$ cat src/hw/rvDecodePkg.sv
// RV32I decode enums (opcode, ALU class and op, immediate format, result, width) and field widths
package rvDecodePkg;

    localparam int xlen     = 32;
    localparam int opcodeW  = 7;
    localparam int funct3W  = 3;
    localparam int regAddrW = 5;

    // RV32I major opcodes handled by the stage
    typedef enum logic [opcodeW-1:0] {
        opLoad   = 7'b0000011,
        opImm    = 7'b0010011,
        opAuipc  = 7'b0010111,
        opStore  = 7'b0100011,
        opOp     = 7'b0110011,
        opLui    = 7'b0110111,
        opBranch = 7'b1100011,
        opJalr   = 7'b1100111,
        opJal    = 7'b1101111
    } opcodeT;

    // Coarse ALU request from the main decoder
    typedef enum logic [1:0] {
        aluAdd    = 2'b00,  // Address calc
        aluBranch = 2'b01,  // Compare via subtract
        aluFunct  = 2'b10,  // Look at funct3/funct7
        aluPassB  = 2'b11   // LUI
    } aluClassT;

    typedef enum logic [3:0] {
        aluOpAdd   = 4'd0,
        aluOpSub   = 4'd1,
        aluOpSll   = 4'd2,
        aluOpSlt   = 4'd3,
        aluOpSltu  = 4'd4,
        aluOpXor   = 4'd5,
        aluOpSrl   = 4'd6,
        aluOpSra   = 4'd7,
        aluOpOr    = 4'd8,
        aluOpAnd   = 4'd9,
        aluOpPassB = 4'd10
    } aluOpT;

    typedef enum logic [2:0] {
        immI = 3'b000,
        immS = 3'b001,
        immB = 3'b010,
        immJ = 3'b011,
        immU = 3'b100
    } immSrcT;

    // Writeback source select
    typedef enum logic [1:0] {
        resAlu     = 2'b00,
        resMem     = 2'b01,
        resPcPlus4 = 2'b10
    } resultSrcT;

    // Same encoding as funct3[1:0] of loads and stores
    typedef enum logic [1:0] {
        memByte = 2'b00,
        memHalf = 2'b01,
        memWord = 2'b10
    } memWidthT;

endpackage

$ cat src/hw/decodeCtrlIf.sv
// Control bundle from the main decoder with decoder, aluSide and sink modports
`timescale 1ns/1ps

interface decodeCtrlIf;

    logic                   regWrite;
    logic                   memWrite;
    logic                   branch;
    logic                   jump;
    rvDecodePkg::resultSrcT resultSrc;
    logic                   aluSrcA;   // PC instead of rs1
    logic                   aluSrcB;   // Imm instead of rs2
    rvDecodePkg::aluClassT  aluClass;
    rvDecodePkg::immSrcT    immSrc;
    rvDecodePkg::memWidthT  memWidth;
    logic                   loadUnsigned;
    logic                   illegal;

    modport decoder (
        output regWrite, memWrite, branch, jump, resultSrc, aluSrcA, aluSrcB,
        output aluClass, immSrc, memWidth, loadUnsigned, illegal
    );

    modport aluSide (
        input aluClass
    );

    modport sink (
        input regWrite, memWrite, branch, jump, resultSrc, aluSrcA, aluSrcB,
        input immSrc, memWidth, loadUnsigned, illegal
    );

endinterface

$ cat src/hw/aluDecode.sv
// ALU operation decoder from ALU class, funct3, funct7 bit 5 and opcode bit 5
`timescale 1ns/1ps

module aluDecode (
    decodeCtrlIf.aluSide                    ctrl,
    input  logic [rvDecodePkg::funct3W-1:0] funct3,
    input  logic                            funct7b5,
    input  logic                            opcodeb5,  // Set for OP, clear for OP-IMM
    output rvDecodePkg::aluOpT              aluOp
);

    logic rTypeSub;

    // ADDI has no SUB form even when imm[10] is set
    assign rTypeSub = opcodeb5 & funct7b5;

    always_comb begin
        aluOp = rvDecodePkg::aluOpAdd;
        case (ctrl.aluClass)
            rvDecodePkg::aluAdd: begin
                aluOp = rvDecodePkg::aluOpAdd;
            end
            rvDecodePkg::aluBranch: begin
                aluOp = rvDecodePkg::aluOpSub;
            end
            rvDecodePkg::aluPassB: begin
                aluOp = rvDecodePkg::aluOpPassB;
            end
            rvDecodePkg::aluFunct: begin
                case (funct3)
                    3'b000:  aluOp = rTypeSub ? rvDecodePkg::aluOpSub : rvDecodePkg::aluOpAdd;
                    3'b001:  aluOp = rvDecodePkg::aluOpSll;
                    3'b010:  aluOp = rvDecodePkg::aluOpSlt;
                    3'b011:  aluOp = rvDecodePkg::aluOpSltu;
                    3'b100:  aluOp = rvDecodePkg::aluOpXor;
                    3'b101:  aluOp = funct7b5 ? rvDecodePkg::aluOpSra : rvDecodePkg::aluOpSrl;
                    3'b110:  aluOp = rvDecodePkg::aluOpOr;
                    default: aluOp = rvDecodePkg::aluOpAnd;
                endcase
            end
            default: begin
                aluOp = rvDecodePkg::aluOpAdd;
            end
        endcase
    end

endmodule

$ cat src/hw/decodeStage.sv
// RV32I decode stage top with field split, decoders and the ID/EX pipeline register
`timescale 1ns/1ps

module decodeStage (
    input  logic                              clk,
    input  logic                              rstN,
    input  logic                              instrValid,
    input  logic [31:0]                       instr,
    output logic                              exValid,
    output logic                              exIllegal,
    output logic                              exRegWrite,
    output logic                              exMemWrite,
    output logic                              exBranch,
    output logic                              exJump,
    output rvDecodePkg::resultSrcT            exResultSrc,
    output logic                              exAluSrcA,
    output logic                              exAluSrcB,
    output rvDecodePkg::aluOpT                exAluOp,
    output rvDecodePkg::memWidthT             exMemWidth,
    output logic                              exLoadUnsigned,
    output logic [rvDecodePkg::xlen-1:0]      exImm,
    output logic [rvDecodePkg::regAddrW-1:0]  exRs1,
    output logic [rvDecodePkg::regAddrW-1:0]  exRs2,
    output logic [rvDecodePkg::regAddrW-1:0]  exRd
);

    logic [rvDecodePkg::opcodeW-1:0]  opcode;
    logic [rvDecodePkg::funct3W-1:0]  funct3;
    logic                             funct7b5;
    logic [rvDecodePkg::regAddrW-1:0] rs1;
    logic [rvDecodePkg::regAddrW-1:0] rs2;
    logic [rvDecodePkg::regAddrW-1:0] rd;
    rvDecodePkg::aluOpT               aluOp;
    logic [rvDecodePkg::xlen-1:0]     imm;

    assign opcode   = instr[6:0];
    assign rd       = instr[11:7];
    assign funct3   = instr[14:12];
    assign rs1      = instr[19:15];
    assign rs2      = instr[24:20];
    assign funct7b5 = instr[30];

    decodeCtrlIf ctrlBus ();

    mainDecode uMainDecode (
        .opcode (opcode),
        .funct3 (funct3),
        .ctrl   (ctrlBus.decoder)
    );

    aluDecode uAluDecode (
        .ctrl     (ctrlBus.aluSide),
        .funct3   (funct3),
        .funct7b5 (funct7b5),
        .opcodeb5 (opcode[5]),
        .aluOp    (aluOp)
    );

    immExtend uImmExtend (
        .instrHi (instr[31:7]),
        .immSrc  (ctrlBus.sink.immSrc),
        .imm     (imm)
    );

    // Control half of ID/EX, a bubble when no instruction arrives
    always_ff @(posedge clk or negedge rstN) begin
        if (!rstN) begin
            exValid    <= 1'b0;
            exIllegal  <= 1'b0;
            exRegWrite <= 1'b0;
            exMemWrite <= 1'b0;
            exBranch   <= 1'b0;
            exJump     <= 1'b0;
        end else begin
            exValid    <= instrValid;
            exIllegal  <= instrValid & ctrlBus.sink.illegal;
            exRegWrite <= instrValid & ctrlBus.sink.regWrite;
            exMemWrite <= instrValid & ctrlBus.sink.memWrite;
            exBranch   <= instrValid & ctrlBus.sink.branch;
            exJump     <= instrValid & ctrlBus.sink.jump;
        end
    end

    // Payload half, holds across idle cycles
    always_ff @(posedge clk) begin
        if (instrValid) begin
            exResultSrc    <= ctrlBus.sink.resultSrc;
            exAluSrcA      <= ctrlBus.sink.aluSrcA;
            exAluSrcB      <= ctrlBus.sink.aluSrcB;
            exAluOp        <= aluOp;
            exMemWidth     <= ctrlBus.sink.memWidth;
            exLoadUnsigned <= ctrlBus.sink.loadUnsigned;
            exImm          <= imm;
            exRs1          <= rs1;
            exRs2          <= rs2;
            exRd           <= rd;
        end
    end

endmodule

$ cat src/hw/immExtend.sv
// Immediate reassembly and sign extension for I, S, B, J and U formats
`timescale 1ns/1ps

module immExtend (
    input  logic [31:7]                  instrHi,  // Keeps ISA bit numbering
    input  rvDecodePkg::immSrcT          immSrc,
    output logic [rvDecodePkg::xlen-1:0] imm
);

    logic signBit;

    assign signBit = instrHi[31];

    always_comb begin
        case (immSrc)
            rvDecodePkg::immI: begin
                imm = {{20{signBit}}, instrHi[31:20]};
            end
            rvDecodePkg::immS: begin
                imm = {{20{signBit}}, instrHi[31:25], instrHi[11:7]};
            end
            rvDecodePkg::immB: begin
                imm = {{19{signBit}}, signBit, instrHi[7], instrHi[30:25],
                       instrHi[11:8], 1'b0};
            end
            rvDecodePkg::immJ: begin
                imm = {{11{signBit}}, signBit, instrHi[19:12], instrHi[20],
                       instrHi[30:21], 1'b0};
            end
            rvDecodePkg::immU: begin
                imm = {instrHi[31:12], 12'b0};
            end
            default: begin
                imm = '0;  // Unused encodings
            end
        endcase
    end

endmodule

$ cat src/hw/mainDecode.sv
// Main opcode decoder with load/store width handling and illegal opcode detection
`timescale 1ns/1ps

module mainDecode (
    input  logic [rvDecodePkg::opcodeW-1:0] opcode,
    input  logic [rvDecodePkg::funct3W-1:0] funct3,
    decodeCtrlIf.decoder                    ctrl
);

    logic illegalOp;

    always_comb begin
        illegalOp         = 1'b0;
        ctrl.regWrite     = 1'b0;
        ctrl.memWrite     = 1'b0;
        ctrl.branch       = 1'b0;
        ctrl.jump         = 1'b0;
        ctrl.resultSrc    = rvDecodePkg::resAlu;
        ctrl.aluSrcA      = 1'b0;
        ctrl.aluSrcB      = 1'b0;
        ctrl.aluClass     = rvDecodePkg::aluAdd;
        ctrl.immSrc       = rvDecodePkg::immI;
        ctrl.memWidth     = rvDecodePkg::memWord;
        ctrl.loadUnsigned = 1'b0;

        case (rvDecodePkg::opcodeT'(opcode))
            rvDecodePkg::opOp: begin
                ctrl.regWrite = 1'b1;
                ctrl.aluClass = rvDecodePkg::aluFunct;
            end
            rvDecodePkg::opImm: begin
                ctrl.regWrite = 1'b1;
                ctrl.aluSrcB  = 1'b1;
                ctrl.aluClass = rvDecodePkg::aluFunct;
            end
            rvDecodePkg::opLoad: begin
                ctrl.regWrite     = 1'b1;
                ctrl.resultSrc    = rvDecodePkg::resMem;
                ctrl.aluSrcB      = 1'b1;
                ctrl.loadUnsigned = funct3[2];
                if (funct3[1:0] == 2'b11 || funct3 == 3'b110) begin
                    illegalOp = 1'b1;  // LWU and 64-bit loads
                end else begin
                    ctrl.memWidth = rvDecodePkg::memWidthT'(funct3[1:0]);
                end
            end
            rvDecodePkg::opStore: begin
                ctrl.memWrite = 1'b1;
                ctrl.aluSrcB  = 1'b1;
                ctrl.immSrc   = rvDecodePkg::immS;
                if (funct3[1:0] == 2'b11) begin
                    illegalOp = 1'b1;
                end else begin
                    ctrl.memWidth = rvDecodePkg::memWidthT'(funct3[1:0]);
                end
            end
            rvDecodePkg::opBranch: begin
                ctrl.branch   = 1'b1;
                ctrl.immSrc   = rvDecodePkg::immB;
                ctrl.aluClass = rvDecodePkg::aluBranch;
            end
            rvDecodePkg::opJal: begin
                ctrl.regWrite  = 1'b1;
                ctrl.jump      = 1'b1;
                ctrl.resultSrc = rvDecodePkg::resPcPlus4;
                ctrl.immSrc    = rvDecodePkg::immJ;
            end
            rvDecodePkg::opJalr: begin
                ctrl.regWrite  = 1'b1;
                ctrl.jump      = 1'b1;
                ctrl.resultSrc = rvDecodePkg::resPcPlus4;
                ctrl.aluSrcB   = 1'b1;  // Target is rs1 + imm
            end
            rvDecodePkg::opLui: begin
                ctrl.regWrite = 1'b1;
                ctrl.aluSrcB  = 1'b1;
                ctrl.immSrc   = rvDecodePkg::immU;
                ctrl.aluClass = rvDecodePkg::aluPassB;
            end
            rvDecodePkg::opAuipc: begin
                ctrl.regWrite = 1'b1;
                ctrl.aluSrcA  = 1'b1;
                ctrl.aluSrcB  = 1'b1;
                ctrl.immSrc   = rvDecodePkg::immU;
            end
            default: begin
                illegalOp = 1'b1;  // FENCE, SYSTEM and unknown
            end
        endcase

        // Nothing may write state on an illegal instruction
        if (illegalOp) begin
            ctrl.regWrite = 1'b0;
            ctrl.memWrite = 1'b0;
            ctrl.branch   = 1'b0;
            ctrl.jump     = 1'b0;
        end
        ctrl.illegal = illegalOp;
    end

endmodule

$ cat config.mk
export PLATFORM = sky130hd
export DESIGN_NAME = decodeStage
export DESIGN_NICKNAME = d
export VERILOG_FILES = /design/src/hw/rvDecodePkg.sv /design/src/hw/decodeCtrlIf.sv /design/src/hw/aluDecode.sv /design/src/hw/decodeStage.sv /design/src/hw/immExtend.sv /design/src/hw/mainDecode.sv
export SDC_FILE = /design/constraint.sdc
export NUM_CORES = 1
export LEC_CHECK = 0
export BUFFER_PORTS_ARGS = -buffer_cell sky130_fd_sc_hd__buf_2
export CORE_ASPECT_RATIO = 0.75
export CORE_MARGIN = 2
export CORE_UTILIZATION = 55
export CTS_BUF_LIST = sky130_fd_sc_hd__clkbuf_8
export DETAILED_ROUTE_END_ITERATION = 10
export PLACE_DENSITY = 0.93
export SYNTH_ARGS = -nofsm -noshare
export SYNTH_HDL_FRONTEND = slang
export SYNTH_HIERARCHICAL = 1
export SYNTH_SLANG_ARGS = --single-unit
$ cat constraint.sdc
create_clock -name clk -period 0.8 [get_ports clk]
set_input_delay 0.08 -clock clk [delete_from_list [all_inputs] [get_ports clk]]
set_output_delay 0.08 -clock clk [all_outputs]
set_load 0.005 [all_outputs]
==> impl_metrics.toml, run 1 <==
[run_status]
status = "aborted with a tool error"
lastStage = "global routing"
firstError = "[ERROR DPL-0033] detailed placement checks failed during check placement."

[global_route]
grt_max_degree = 22
antenna_found_initial = 1

[timing]
worst_endpoint = "exImm[1]$_DFFE_PP_/D"
worstEndpointType = "sequential cell input"

[synthesis]
synthTopCellsByCount = "58 x edfxtp_1, 23 x a21oi_1, 17 x nor2_1"
async_reset_ff_frac = 0.0938
synth.cell_area_um2 = 2820
synth_most_common_cell = "edfxtp_1"
syn_nets = 245
synth_edf_count = 58
avgSynthCellArea_um2 = 13.4
seq_area_frac_synth = 0.672
synth.distinct_cells = 40
yosys_most_used_dff = "edfxtp_1"
synthCells = 210
ys_ff_latch = 64
yosysWarnings = 6
synthTopCellsByArea = "edfxtp_1 62%, dfrtp_1 5.3%, a21oi_1 4.1%"
synth_top_area_frac = 0.618
yosysTopAreaCell = "edfxtp_1"

[placed_design]
placed_cells = 402
place_area_um2 = 3730
dp_hpwl_um = 5030
io_buffers = 98
gp_congestion = 0.878

[floorplanning]
rows = 22
die_x_um = 86.6
start_util = 0.575
ios = 99
fp.dieH_um = 66.0

[clock_network]
h-tree-depth = 3
numCtsBuffers = 9
clock_path_buffers = 2
cts.sinks = 64
clockRootBuffer = "clkbuf_8"
cell families after synthesis:
logic type | synth area share
compound gates | 0.118
xor+xnor | 0.00977
buf+inv | 0.0369
flops | 0.672
mux | 0.0253
simple gates | 0.138
metrics by stage:
stage	setup slack, ns	setup TNS (ns)	utilization	hold slack, ns
floorplan	-0.568	-17.57	-	-0.216
global placement	-0.712	-24.57	0.761	-0.0957
detailed placement	-0.839	-27.44	0.761	-0.0808
CTS	-0.342	-15.08	0.891	0.0190
repair_timing:
action                     in CTS
hold buffers                   16
setup endpoints to repair     106
hold endpoints to repair       21
pin swaps                      25
buffers inserted               12
cloned                          2
gates resized for setup        56
==> inputs of run 2 (changes only) <==
Settings changed: CORE_ASPECT_RATIO 0.75 to unset, CORE_UTILIZATION 55 to 40, CTS_BUF_LIST sky130_fd_sc_hd__clkbuf_8 to unset, PLACE_DENSITY 0.93 to unset, PLACE_DENSITY_LB_ADDON set to 0.15.
==> impl_metrics.toml, run 2 <==
[worst_setup_path]
crit_chain = "buf_8 > nor2b_4 > nand3_4 > a21oi_4 > buf_12 > xor2_4 > mux2i_1 > nor2_1"
path_class = "in2reg"
worst_setup_path_start_kind = "input pin"
cp.depth = 8
cp_slowest_cell = "xor2_4"
cp_num_buf_inv = 2
crit_end = "exImm[3]"
critPathCaptureType = "register"
path_delay_family = "simple AND/OR/NAND/NOR gates"
cp.required_ns = 0.89
arrival_ns = 1.22
crit_fanout = 4
cp_slowest_stage_delay_ns = 0.23
crit_start = "instr[4]"

[synthesis]
synthTopCellsByArea = "edfxtp_1 62%, dfrtp_1 5.3%, a21oi_1 4.1%"
synth_top_area_frac = 0.618
synthCells = 210
synth.cell_area_um2 = 2820
synth_edf_count = 58
yosys_most_used_dff = "edfxtp_1"
synth.distinct_cells = 40
yosysWarnings = 6
seq_area_frac_synth = 0.672
avgSynthCellArea_um2 = 13.4
syn_nets = 245
synthTopCellsByCount = "58 x edfxtp_1, 23 x a21oi_1, 17 x nor2_1"
ys_ff_latch = 64
async_reset_ff_frac = 0.0938
synth_most_common_cell = "edfxtp_1"
yosysTopAreaCell = "edfxtp_1"

[pwr]
total_power_uw = 7320
total_leakage_power_uw = 0.00190
p_per_area_nw_per_um2 = 1640
peakVddDrop_v = 0.000973

[floorplanning]
core_um2 = 6790
start_util = 0.415
rows = 30
die_area_um2 = 7730
ios = 99
fp.dieH_um = 87.9
die_x_um = 87.9

[placed_design]
io_buffers = 98
place_area_um2 = 3750
placed_cells = 433
gp_congestion = 0.812
dp_hpwl_um = 4660
pre_cts_slack_ns = -0.958

[global_route]
grt_use_total = 0.191
grt_pass1_vias = 2217
antenna_found_initial = 0
overflow = 0
grt_max_degree = 34
grt_pass1_wl_um = 10900

[clock_network]
clk_pin_slew_worst_paths_ns = 0.07
clockRootBuffer = "clkbuf_8"
cts_tree = "done"
clock_path_buffers = 2
cts.sinks = 64
numCtsBuffers = 9
h-tree-depth = 3

[run_status]
status = "finished, violations left"
violations = "negative setup slack"

[layout]
layout_common_cells = "92 x buf_2, 58 x edfxtp_1, 39 x buf_4, 16 x dlygate4sd3_1, 16 x a21oi_2"
top_register = "exImm"
largest_reg_flops = 32
n_antenna_cell = 0
fin_nets = 415
area_growth_pct = 58.2
design_area_um2 = 4460
final_cells = 479
layout_commonest_cell = "buf_2"
layout-drive-gt1-share = 0.567

[worst_hold_path]
hold_class = "in2reg"

[timing]
worst_slew_pin_slew_ns = 0.300
drv_slew = 0
relSlewSlack = 0.799
hold_viol_final = 0
rsz0062_at_grt = "true"
min_period_over_period = 1.41
finalSetupViolations = 110
period_minus_slack_ns = 1.13
worst_slack_ns = -0.328
setup_tns_ns = -16.43
fmax_mhz = 887

[route]
drc = 0
antenna_left = 0
num_vias = 2318
drt_iter0_markers = 101
via_per_inst = 4.84
wirelength_um = 7160
avgRoutedWirePerCell_um = 15.0
drt_pass1_iterations = 4

[run]
drv_cap = 0
## run 2: cell families (layout without fill, tap and decap cells)
family	after synthesis	in the layout	share of synthesized area
compound gates	55	55	0.118
buf+inv	18	190	0.0369
flops	64	64	0.672
mux	7	7	0.0253
simple gates	65	66	0.138
xor+xnor	1	1	0.00977
## run 2: repair_timing
action,4_1_cts,5_1_grt
hold endpoints to repair,21,0
gates cloned,2,0
pin swaps,17,29
hold buffers,16,0
buffers inserted,12,8
gates resized for setup,44,32
setup endpoints to repair,104,106
## run 2: worst min-delay path by stage
stage / depth (start not counted) / startpoint / endpoint
5_1_grt: 2 / instr[25] / exImm[25]
3_5_place_dp: 1 / rstN / exJump
6_report: 2 / instr[25] / exImm[25]
3_3_place_gp: 1 / rstN / exJump
4_1_cts: 2 / instr[25] / exImm[25]
2_1_floorplan: 0 / rstN / exBranch
## run 2: through the flow
stage | utilization | hold WS (ns)
2_1_floorplan | - | -0.216
3_3_place_gp | 0.552 | -0.0962
3_5_place_dp | 0.552 | -0.0901
4_1_cts | 0.635 | 0.00671
5_1_grt | 0.656 | 0.0222
6_report | 0.656 | 0.0224
## run 2: layout make-up
cell class | count | area [um^2]
sequential | 64 | 1890
fill | 541 | 2340
clock buffer | 9 | 124
clock inverter | 5 | 26.3
timing repair buffer | 170 | 1240
inverter | 6 | 22.5
tap | 96 | 120
multi-input combinational | 129 | 1030
## run 2: report_power, final
| part | switching (uW) | internal (uW) | total, uW |
|---|---|---|---|
| registers | 57.7 | 3910 | 3970 |
| logic | 517 | 578 | 1090 |
| clock network | 1200 | 1060 | 2260 |
| total | 1770 | 5550 | 7320 |
## run 2: metal layers
metal  vias to the layer above  global-route usage  wire length [um]
met5                         -                   0                 0
met3                         7              0.0603               366
met1                      1142               0.261              3120
met4                         0              0.0713                99
li1                       1115                   -                 -
met2                        54               0.287              3580
(Power assumes the default switching activity.)
==> inputs of run 3 (changes only) <==
Settings changed: SKIP_CTS_REPAIR_TIMING set to 1.
==> impl_metrics.toml, run 3 (synthesis results as in run 2) <==
[worst_hold_path]
hold_end = "exImm[28]"
hold_path_depth = 2
hold_class = "in2reg"
min_from = "instr[28]"

[floorplanning]
start_util = 0.415
ios = 99
fp.dieH_um = 87.9
die_area_um2 = 7730
rows = 30
core_um2 = 6790
die_x_um = 87.9

[worst_setup_path]
crit_fanout = 5
path_class = "in2reg"
arrival_ns = 1.32
critPathCaptureType = "register"
cp.required_ns = 0.97
worst_setup_path_start_kind = "input pin"

[timing]
rsz0062_at_grt = "true"
fmax_mhz = 870
hold_viol_final = 0
min_period_over_period = 1.44
worst_slew_pin_slew_ns = 0.367
setup_tns_ns = -15.46
period_minus_slack_ns = 1.15
relSlewSlack = 0.754
worst_slack_ns = -0.350
finalSetupViolations = 105
drv_slew = 0

[route]
avgRoutedWirePerCell_um = 14.7
drc = 0
drt_iter0_markers = 130
drt_pass1_iterations = 4
wirelength_um = 6920
num_vias = 2271
via_per_inst = 4.81
antenna_left = 0

[placed_design]
io_buffers = 98
gp_congestion = 0.812
dp_hpwl_um = 4660
pre_cts_slack_ns = -0.958

[pwr]
switching_power_uw = 1760
total_leakage_power_uw = 0.00183
p_sw_frac = 0.242
peakVddDrop_v = 0.000956
internal_power_uw = 5520
pwr-share-seq = 0.545
clockPowerShare = 0.311
p_per_area_nw_per_um2 = 1680
p_comb_frac = 0.145

[global_route]
overflow = 0
grt_pass1_vias = 2005
grt_pass1_wl_um = 9810
grt_max_degree = 34
antenna_found_initial = 0
grt_use_total = 0.171

[layout]
top_register = "exImm"
area_growth_pct = 54.3
layout_commonest_cell = "buf_2"
n_antenna_cell = 0
layout-drive-gt1-share = 0.527
largest_reg_flops = 32
fillerInstances = 565
layout_common_cells = "93 x buf_2, 58 x edfxtp_1, 34 x buf_4, 17 x a21oi_1, 16 x dlygate4sd3_1"
fin_nets = 408

[clock_network]
clock_path_buffers = 2
h-tree-depth = 3
clk_pin_slew_worst_paths_ns = 0.07
numCtsBuffers = 9
cts.sinks = 64
cts_tree = "done"
clockRootBuffer = "clkbuf_8"

[run_status]
status = "finished, violations left"
violations = "negative setup slack"

[run]
drv_cap = 0
## run 3: cell types whose count changed in the layout (fill, tap and decap cells not counted), sizes merged
cell	before	now
buf	154	147
## run 3: how the worst max path moves through the flow
| stage | startpoint | end |
|---|---|---|
| 2_1_floorplan | instr[6] | exImm[20] |
| 3_3_place_gp | instr[3] | exImm[19] |
| 3_5_place_dp | instr[3] | exImm[19] |
| 4_1_cts | instr[3] | exImm[19] |
| 5_1_grt | instr[4] | exImm[4] |
| 6_report | instr[6] | exImm[19] |
## run 3: critical path: stages
cell     delay [ns]
buf_8          0.10
nor2_4         0.12
nand4_1        0.19
nor2_4         0.20
buf_6          0.13
nor2b_4        0.23
a21oi_1        0.10
o22ai_1        0.17
## run 3: layout make-up
| type | count | area [um^2] | area share |
|---|---|---|---|
| clock inverter | 5 | 26.3 | 0.00605 |
| timing repair buffer | 163 | 1170 | 0.270 |
| sequential | 64 | 1890 | 0.435 |
| clock buffer | 9 | 124 | 0.0285 |
| multi-input combinational | 129 | 986 | 0.227 |
| inverter | 6 | 22.5 | 0.00518 |
| tap | 96 | 120 | 0.0276 |
## run 3: power groups by stage
stage	sequential [uW]	clock, uW	combinational (uW)
after floorplan	4080	0	251
after global placement	4040	0	876
after detailed placement	4040	0	894
after CTS	3970	2310	894
after global routing	3990	2490	1160
final	3970	2260	1050
## run 3: through the flow
stage | area (um^2) | util | cells | total power [uW] | hold slack [ns]
floorplan | 2850 | - | 210 | 4330 | -0.216
global placement | 3750 | 0.552 | 433 | 4910 | -0.0962
detailed placement | 3750 | 0.552 | 433 | 4930 | -0.0901
CTS | 3900 | 0.574 | 447 | 7180 | -0.456
global route | 4350 | 0.640 | 472 | 7640 | 0.0108
finish | 4350 | 0.640 | 472 | 7290 | 0.0225
## run 3: per-layer routing
layer,GRT usage,wire length (um)
met1,0.237,3000
met2,0.245,3390
met3,0.0603,422
met4,0.0713,98
met5,0,0
==> inputs of run 4 (changes only) <==
Settings changed: CORE_UTILIZATION 40 to 53.
==> impl_metrics.toml, run 4 (synthesis results as in run 2) <==
[route]
num_vias = 2297
drt_iter0_markers = 105
drc = 0
wirelength_um = 6760
antenna_left = 0
drt_pass1_iterations = 4
via_per_inst = 5.12
avgRoutedWirePerCell_um = 15.0

[clock_network]
clock_path_buffers = 2
numCtsBuffers = 9
clk_pin_slew_worst_paths_ns = 0.07
cts.sinks = 64
clockRootBuffer = "clkbuf_8"
cts_tree = "done"
h-tree-depth = 3

[pwr]
clockPowerShare = 0.342
total_leakage_power_uw = 0.00183
p_comb_frac = 0.135
p_sw_frac = 0.228
switching_power_uw = 1730
total_power_uw = 7580
internal_power_uw = 5850
peakVddDrop_v = 0.00125
pwr-share-seq = 0.523
p_per_area_nw_per_um2 = 1790

[placed_design]
gp_congestion = 0.862
io_buffers = 98
pre_cts_slack_ns = -0.777
dp_hpwl_um = 4450
place_area_um2 = 3690

[layout]
multi_input_area_um2 = 887
largest_reg_flops = 32
layout_common_cells = "93 x buf_2, 58 x edfxtp_1, 41 x buf_4, 20 x a21oi_1, 16 x dlygate4sd3_1"
area_growth_pct = 50.2
design_area_um2 = 4230
final-seq-area_um2 = 1890
n_antenna_cell = 0
layout_commonest_cell = "buf_2"
fillerInstances = 311
fin_nets = 409
layout-drive-gt1-share = 0.493
top_register = "exImm"

[floorplanning]
start_util = 0.551
rows = 26
ios = 99
die_area_um2 = 5910
core_um2 = 5110
fp.dieH_um = 76.9
die_x_um = 76.9

[timing]
finalSetupViolations = 107
hold_slack_ns = 0.0429
setup_tns_ns = -16.59
worst_slew_pin_slew_ns = 0.606
min_period_over_period = 1.52
fmax_mhz = 820
worst_slack_ns = -0.419
drv_slew = 0
rsz0062_at_grt = "true"
hold_viol_final = 0
period_minus_slack_ns = 1.22
relSlewSlack = 0.595

[worst_setup_path]
arrival_ns = 1.30
path_delay_family = "simple AND/OR/NAND/NOR gates"
crit_start = "instr[4]"
cp.depth = 8
cp_num_buf_inv = 2
critPathCaptureType = "register"
cp_slowest_stage_delay_ns = 0.25
crit_fanout = 6
path_class = "in2reg"
cp_slowest_cell = "xor2_4"
worst_setup_path_start_kind = "input pin"
crit_chain = "buf_6 > nor2b_4 > nand3_2 > a21oi_2 > buf_12 > xor2_4 > mux2i_1 > nor2_1"
cp.required_ns = 0.88

[global_route]
grt_pass1_wl_um = 9290
antenna_found_initial = 0
grt_pass1_vias = 2052
grt_use_total = 0.205
grt_max_degree = 31
overflow = 0

[run]
drv_cap = 0

[worst_hold_path]
hold_path_depth = 2
hold_class = "in2reg"
min_from = "instr[27]"

[run_status]
status = "finished, violations left"
violations = "negative setup slack"
-- run 4: cell types whose count changed in the layout (fill, tap and decap cells not counted), sizes merged --
cell	delta
clkinvlp	+2
clkinv	-1
bufinv	+1
nor2b	-1
buf	+2
-- run 4: per-layer routing --
layer | vias up | share of wire | global-route usage
li1 | 1102 | - | -
met1 | 1118 | 0.39 | 0.241
met2 | 67 | 0.56 | 0.360
met3 | 10 | 0.047 | 0.0576
met4 | 0 | 0.0086 | 0.0691
met5 | - | 0 | 0
-- run 4: path summary, 6_finish.rpt --
path                         endpoint  slack (ns)
max                          exImm[1]       -0.42
min                         exImm[27]        0.04
max in group asynchronous  exRegWrite        0.55
min in group asynchronous      exJump        0.10
-- run 4: layout make-up --
| type | count | area share |
|---|---|---|
| clock buffers | 9 | 0.0293 |
| clock inverters | 7 | 0.0148 |
| inverters | 6 | 0.00533 |
| multi-input cells | 128 | 0.210 |
| flip-flops and latches | 64 | 0.447 |
| well taps | 70 | 0.0207 |
| repair buffers | 165 | 0.273 |
-- run 4: per-stage QoR --
stage               utilization  instances
floorplan                     -        210
global placement          0.723        409
detailed placement        0.723        409
CTS                       0.759        425
global route              0.828        449
finish                    0.828        449
-- run 4: power groups by stage --
stage	clock (uW)	sequential, uW	combinational, uW
after global routing	2800	3980	1110
after global placement	0	4030	859
after floorplan	0	4080	251
after CTS	2620	3970	884
after detailed placement	0	4040	881
final	2600	3970	1020
